File: config.mk
export PLATFORM = sky130hd
export DESIGN_NAME = rsa_avm_wrapper
export DESIGN_NICKNAME = d
export VERILOG_FILES = /design/src/hdl/avm_pkg.sv /design/src/hdl/rsa_pkg.sv /design/src/hdl/rsa_avm_wrapper.sv
export VERILOG_INCLUDE_DIRS = /design/src /design/src/hdl
export SDC_FILE = /design/constraint.sdc
export NUM_CORES = 1
export LEC_CHECK = 0
export ABC_AREA = 1
export BUFFER_PORTS_ARGS = -buffer_cell sky130_fd_sc_hd__buf_2
export CAP_MARGIN = 30
export CORE_AREA = 5 5 425 427
export CTS_CLUSTER_DIAMETER = 80
export DETAILED_ROUTE_END_ITERATION = 8
export DIE_AREA = 0 0 430 432
export MAX_ROUTING_LAYER = met4
export PLACE_DENSITY = 0.44
export SYNTH_ARGS = -nofsm -noshare
export SYNTH_HDL_FRONTEND = slang
export SYNTH_SLANG_ARGS = --single-unit
File: constraint.sdc
create_clock -name avm_clk -period 38.4 [get_ports avm_clk]
set_input_delay 5.76 -clock avm_clk [delete_from_list [all_inputs] [get_ports avm_clk]]
set_output_delay 5.76 -clock avm_clk [all_outputs]
set_load 0.05 [all_outputs]
File: src/hdl/rsa_cfg.svh
`ifndef RSA_CFG_SVH
`define RSA_CFG_SVH

// Operand width of the exponentiation datapath
`define RSA_WIDTH 256

// Avalon-MM master widths
`define AVM_ADDR_W 5
`define AVM_DATA_W 32

// Serial port register map, byte addresses
`define RX_BASE     5'd0
`define TX_BASE     5'd4
`define STATUS_BASE 5'd8

`endif

File: src/hdl/avm_pkg.sv
`default_nettype none

`include "rsa_cfg.svh"

package avm_pkg;

    typedef logic [`AVM_ADDR_W-1:0] avm_addr_t;
    typedef logic [`AVM_DATA_W-1:0] avm_data_t;

    // Status register bits of the serial port
    localparam int TX_OK_BIT = 6;
    localparam int RX_OK_BIT = 7;

    typedef enum logic [2:0] {
        POLL_RX,     // Status read, wait for RX_OK
        READ_RX,     // Read one byte from RX_BASE
        START_CORE,  // Start pulse to the core
        WAIT_CORE,   // Bus idle until finished
        POLL_TX,     // Status read, wait for TX_OK
        WRITE_TX     // Write one byte to TX_BASE
    } wrap_state_t;

endpackage

`default_nettype wire

File: src/hdl/rsa_pkg.sv
`default_nettype none

`include "rsa_cfg.svh"

package rsa_pkg;

    // One modular operand or result
    typedef logic [`RSA_WIDTH-1:0] operand_t;

    // Phases of the exponentiation core
    typedef enum logic [1:0] {
        IDLE,      // Waiting for start
        PRESCALE,  // Operands into Montgomery domain
        LOOP,      // Square-and-multiply over d
        DONE       // Final product with 1
    } core_phase_t;

endpackage

`default_nettype wire

File: src/hdl/rsa_avm_wrapper.sv
`timescale 1ns/1ps
`default_nettype none

`include "rsa_cfg.svh"

module rsa_avm_wrapper (
    input  wire                avm_clk,
    input  wire                avm_rst,
    output avm_pkg::avm_addr_t address,
    output logic               read,
    input  wire avm_pkg::avm_data_t readdata,
    output logic               write,
    output avm_pkg::avm_data_t writedata,
    input  wire                waitrequest,
    output logic               core_start,
    output rsa_pkg::operand_t  core_a,
    output rsa_pkg::operand_t  core_d,
    output rsa_pkg::operand_t  core_n,
    input  wire rsa_pkg::operand_t core_result,
    input  wire                core_finished
);
    import avm_pkg::*;
    import rsa_pkg::*;

    localparam int RX_BYTES = 3 * (`RSA_WIDTH / 8);  // n, d and a
    localparam int TX_BYTES = `RSA_WIDTH / 8 - 1;    // Top byte of the result is not sent

    wrap_state_t state;
    logic [6:0]  byte_cnt;
    operand_t    n_r;
    operand_t    d_r;
    operand_t    a_r;
    operand_t    out_r;
    logic        rx_done;   // Byte read from RX_BASE completes
    logic        tx_done;   // Byte write to TX_BASE completes

    assign rx_done = (state == READ_RX) && !waitrequest;
    assign tx_done = (state == WRITE_TX) && !waitrequest;

    assign core_start = (state == START_CORE);
    assign core_a     = a_r;
    assign core_d     = d_r;
    assign core_n     = n_r;
    assign writedata  = {{(`AVM_DATA_W-8){1'b0}}, out_r[`RSA_WIDTH-9 -: 8]};

    always_ff @(posedge avm_clk or posedge avm_rst) begin
        if (avm_rst) begin
            state    <= POLL_RX;
            address  <= `STATUS_BASE;
            read     <= 1'b1;
            write    <= 1'b0;
            byte_cnt <= '0;
        end else begin
            case (state)
                POLL_RX: begin
                    if (!waitrequest && readdata[RX_OK_BIT]) begin
                        address <= `RX_BASE;
                        state   <= READ_RX;
                    end
                end
                READ_RX: begin
                    if (!waitrequest) begin
                        if (byte_cnt == RX_BYTES - 1) begin
                            byte_cnt <= '0;
                            read     <= 1'b0;
                            address  <= `STATUS_BASE;
                            state    <= START_CORE;
                        end else begin
                            byte_cnt <= byte_cnt + 7'd1;
                            address  <= `STATUS_BASE;
                            state    <= POLL_RX;
                        end
                    end
                end
                START_CORE: begin
                    state <= WAIT_CORE;
                end
                WAIT_CORE: begin
                    if (core_finished) begin
                        read    <= 1'b1;
                        address <= `STATUS_BASE;
                        state   <= POLL_TX;
                    end
                end
                POLL_TX: begin
                    if (!waitrequest && readdata[TX_OK_BIT]) begin
                        read    <= 1'b0;
                        write   <= 1'b1;
                        address <= `TX_BASE;
                        state   <= WRITE_TX;
                    end
                end
                WRITE_TX: begin
                    if (!waitrequest) begin
                        write   <= 1'b0;
                        read    <= 1'b1;
                        address <= `STATUS_BASE;
                        if (byte_cnt == TX_BYTES - 1) begin
                            byte_cnt <= '0;
                            state    <= POLL_RX;
                        end else begin
                            byte_cnt <= byte_cnt + 7'd1;
                            state    <= POLL_TX;
                        end
                    end
                end
                default: begin
                    state <= POLL_RX;
                end
            endcase
        end
    end

    // Bytes enter at a and move up through d into n
    always_ff @(posedge avm_clk) begin
        if (rx_done) begin
            {n_r, d_r, a_r} <= {n_r[`RSA_WIDTH-9:0], d_r, a_r, readdata[7:0]};
        end
        if (state == WAIT_CORE && core_finished) begin
            out_r <= core_result;
        end else if (tx_done) begin
            out_r <= out_r << 8;
        end
    end

endmodule

`default_nettype wire

==> impl_metrics.csv <==
group,metric,value,unit
route,drt-met1-wl,40500,um
status,status,"finished clean",
cells_and_area,final_common_cell,"buf_2",
logic_synthesis,ys_ff_latch,1030,
route,vias,20140,
placed_design,routabilityCongestion,0.838,
setup_path,arrival,10400,ps
setup_path,cp-end-kind,"flip-flop",
floorplan,die_height,432,um
logic_synthesis,yosysTopAreaCellShare,87.9,%
cells_and_area,area_delta_synth_final,33.6,%
logic_synthesis,avgSynthCellArea,17.6,um2
setup_path,r2r-start,"state[1]",
cts,cts_max_level,3,
cts,cts_tree,"built",
hold_path,hp-class,"flip-flop to flip-flop",
logic_synthesis,ys_seq_area_share,89.0,%
route,via_per_inst,3.64,
sta,worst_slack,28310,ps
setup_path,crit_required,38710,ps
sta,finalHoldViolations,0,
route,wl_met3,9440,um
sta,finalSetupTns,0,ps
cells_and_area,final_nets,3366,
cells_and_area,finalNonFillerCells,5539,
power,p_per_area,69.4,nW/um2
cells_and_area,fillers,18278,
sta,finClkSkew,41.4,ps
logic_synthesis,yosys_warnings,0,
cts,insertion_delay,730,ps
logic_synthesis,post-synth-top-area-cell,"edfxtp_1",
grt,grt_start_max_net_pins,184,
route,wl,110000,um
placed_design,hpwlAfterDp,82000,um
cells_and_area,layout-drive-gt1-share,38.5,%
setup_path,crit_start,"waitrequest",
sta,holdWs,420,ps
power,p_leak,16.2,nW
route,met2WireLength,57900,um
cts,cts_root_buf,"clkbuf_16",
floorplan,core,176000,um2
sta,drv_slew,0,
grt,grt_remaining_overflow,0,
logic_synthesis,synth.area.top_cells,"edfxtp_1 (88%), nand2_1 (8.1%), dfrtp_1 (0.87%), buf_4 (0.84%), buf_2 (0.62%)",
placed_design,place_inst,5295,
placed_design,port_buffers,1040,
hold_path,min_from,"core_n[220]",
sta,rsz0062_at_grt,"false",
setup_path,worstPathMaxFanout,183,
floorplan,io_pins,1100,
cts,cts_buffer_depth,3,
sta,setup-violations-final,0,
grt,antenna_found_initial,45,
grt,grt_usage,11.4,%
route,wl_per_cell,19.9,um
cts,postCtsHoldBufs,0,
grt,grt_pass1_vias,19999,
logic_synthesis,syn_inst,1966,
cts,numCtsBuffers,114,
sta,worstMarginPinSlew,1040,ps
flow_run,cap_violations,0,
setup_path,path_class,"input port to flip-flop",
setup_path,startpoint_type,"input port",
cts,post_cts_buffers,0,
cts,ctsResizeCount,0,
sta,fin_crit_sh,26.3,%
route,top_layer_used,"met4",
power,peakVddDrop,0.0475,mV
logic_synthesis,synth_area,34700,um2
sta,period_needed,10090,ps
sta,max_freq,0.0991,GHz
floorplan,fp.dieW,430,um
route,drt_iter0_drc,1554,
placed_design,post-place-ws,27480,ps
floorplan,start_util,19.7,%
route,first_pass_iters,5,
cells_and_area,layout_common_cells,"buf_2 (1040), edfxtp_1 (1016), nand2_1 (750)",
route,drc,0,
route,final_antenna_net_count,0,
sta,slew-limit-headroom,30.5,%
cts,cts.sinks,1030,
grt,grt_pass1_wl,150000,um
cts,path_clk_slew,60,ps
floorplan,dieArea,186000,um2
floorplan,rows,154,
logic_synthesis,synth_cell_types,23,
through the flow:
step / cell area (um2) / util, % / total power [mW]
after CTS: 46200 / 26.3 / 3.27
after detailed placement: 42500 / 24.2 / 2.17
after global routing: 46300 / 26.4 / 3.34
after global placement: 42500 / 24.2 / 2.17
after floorplan: 34800 / - / 2.14
final: 46300 / 26.4 / 3.22
Yosys cell counts:
| library cell | n |
|---|---|
| buf_4 | 39 |
| nor2_2 | 1 |
| inv_1 | 27 |
| clkbuf_1 | 6 |
| nand4_1 | 8 |
| ha_1 | 2 |
| nor2_8 | 1 |
| a21oi_1 | 4 |
| nand2_1 | 750 |
| buf_2 | 43 |
| o21ai_0 | 7 |
| conb_1 | 1 |
| xor2_1 | 1 |
| o211ai_1 | 1 |
| dfrtp_1 | 12 |
| nor3_1 | 1 |
| nor2_1 | 27 |
| dfstp_2 | 2 |
| buf_6 | 2 |
| nand3_1 | 12 |
| inv_2 | 2 |
| edfxtp_1 | 1016 |
| xnor2_1 | 1 |
cells by family (layout without fill, tap and decap cells):
group / count (synthesis) / after routing / synth area share (%)
compound gates: 12 / 12 / 0.180
xor+xnor: 2 / 2 / 0.0505
fa+ha+maj: 2 / 2 / 0.0721
buf+inv: 119 / 1293 / 1.91
flops: 1030 / 1030 / 89.0
other cells: 1 / 60 / 0.0108
simple gates: 800 / 800 / 8.81
cell type report:
class	count	area (um2)	share of cell area, %
clock inverter	67	658	1.42
multi-input combinational	843	3270	7.06
antenna	33	82.6	0.178
tap	2340	2930	6.32
clock buffer	143	3030	6.54
inverter	29	124	0.267
sequential	1030	30900	66.6
timing repair buffer	1054	5390	11.6
power breakdown:
part           switching [mW]  internal [mW]
registers              0.0692           1.45
clock network           0.452          0.627
logic                   0.531         0.0884
total                    1.05           2.16
per-layer routing:
| layer | global-route usage [%] | up-vias |
|---|---|---|
| li1 | - | 9214 |
| met1 | 12.2 | 9988 |
| met2 | 19.7 | 782 |
| met3 | 4.26 | 156 |
| met4 | 3.60 | 0 |
| met5 | - | - |
worst max-delay path, cell delays in order:
cell and delay [ps]:
buf_2 100, inv_1 130, nand3_1 240, nor2_4 710, buf_4 790, buf_4 800
buf_12 590, buf_12 740
path summary, 6_finish.rpt:
| path | cells past startpoint | slack [ps] | endpoint |
|---|---|---|---|
| setup / recovery | 8 | 28310 | core_n[113] |
| hold / removal | 0 | 420 | core_n[228] |
| setup reg to reg | 7 | 32970 | core_n[113] |
| hold reg to reg | 0 | 420 | core_n[228] |
| max in group asynchronous | 2 | 32910 | byte_cnt[3] |
| min in group asynchronous | 2 | 5090 | write |
registers in the layout (all words and copies together), names as in the netlist:
register / cells
address: 2
byte_cnt: 7
core_a: 256
core_d: 256
core_n: 256
out_r: 248
read: 1
state: 3
write: 1
Note: power is estimated with default switching activity, not from simulation.
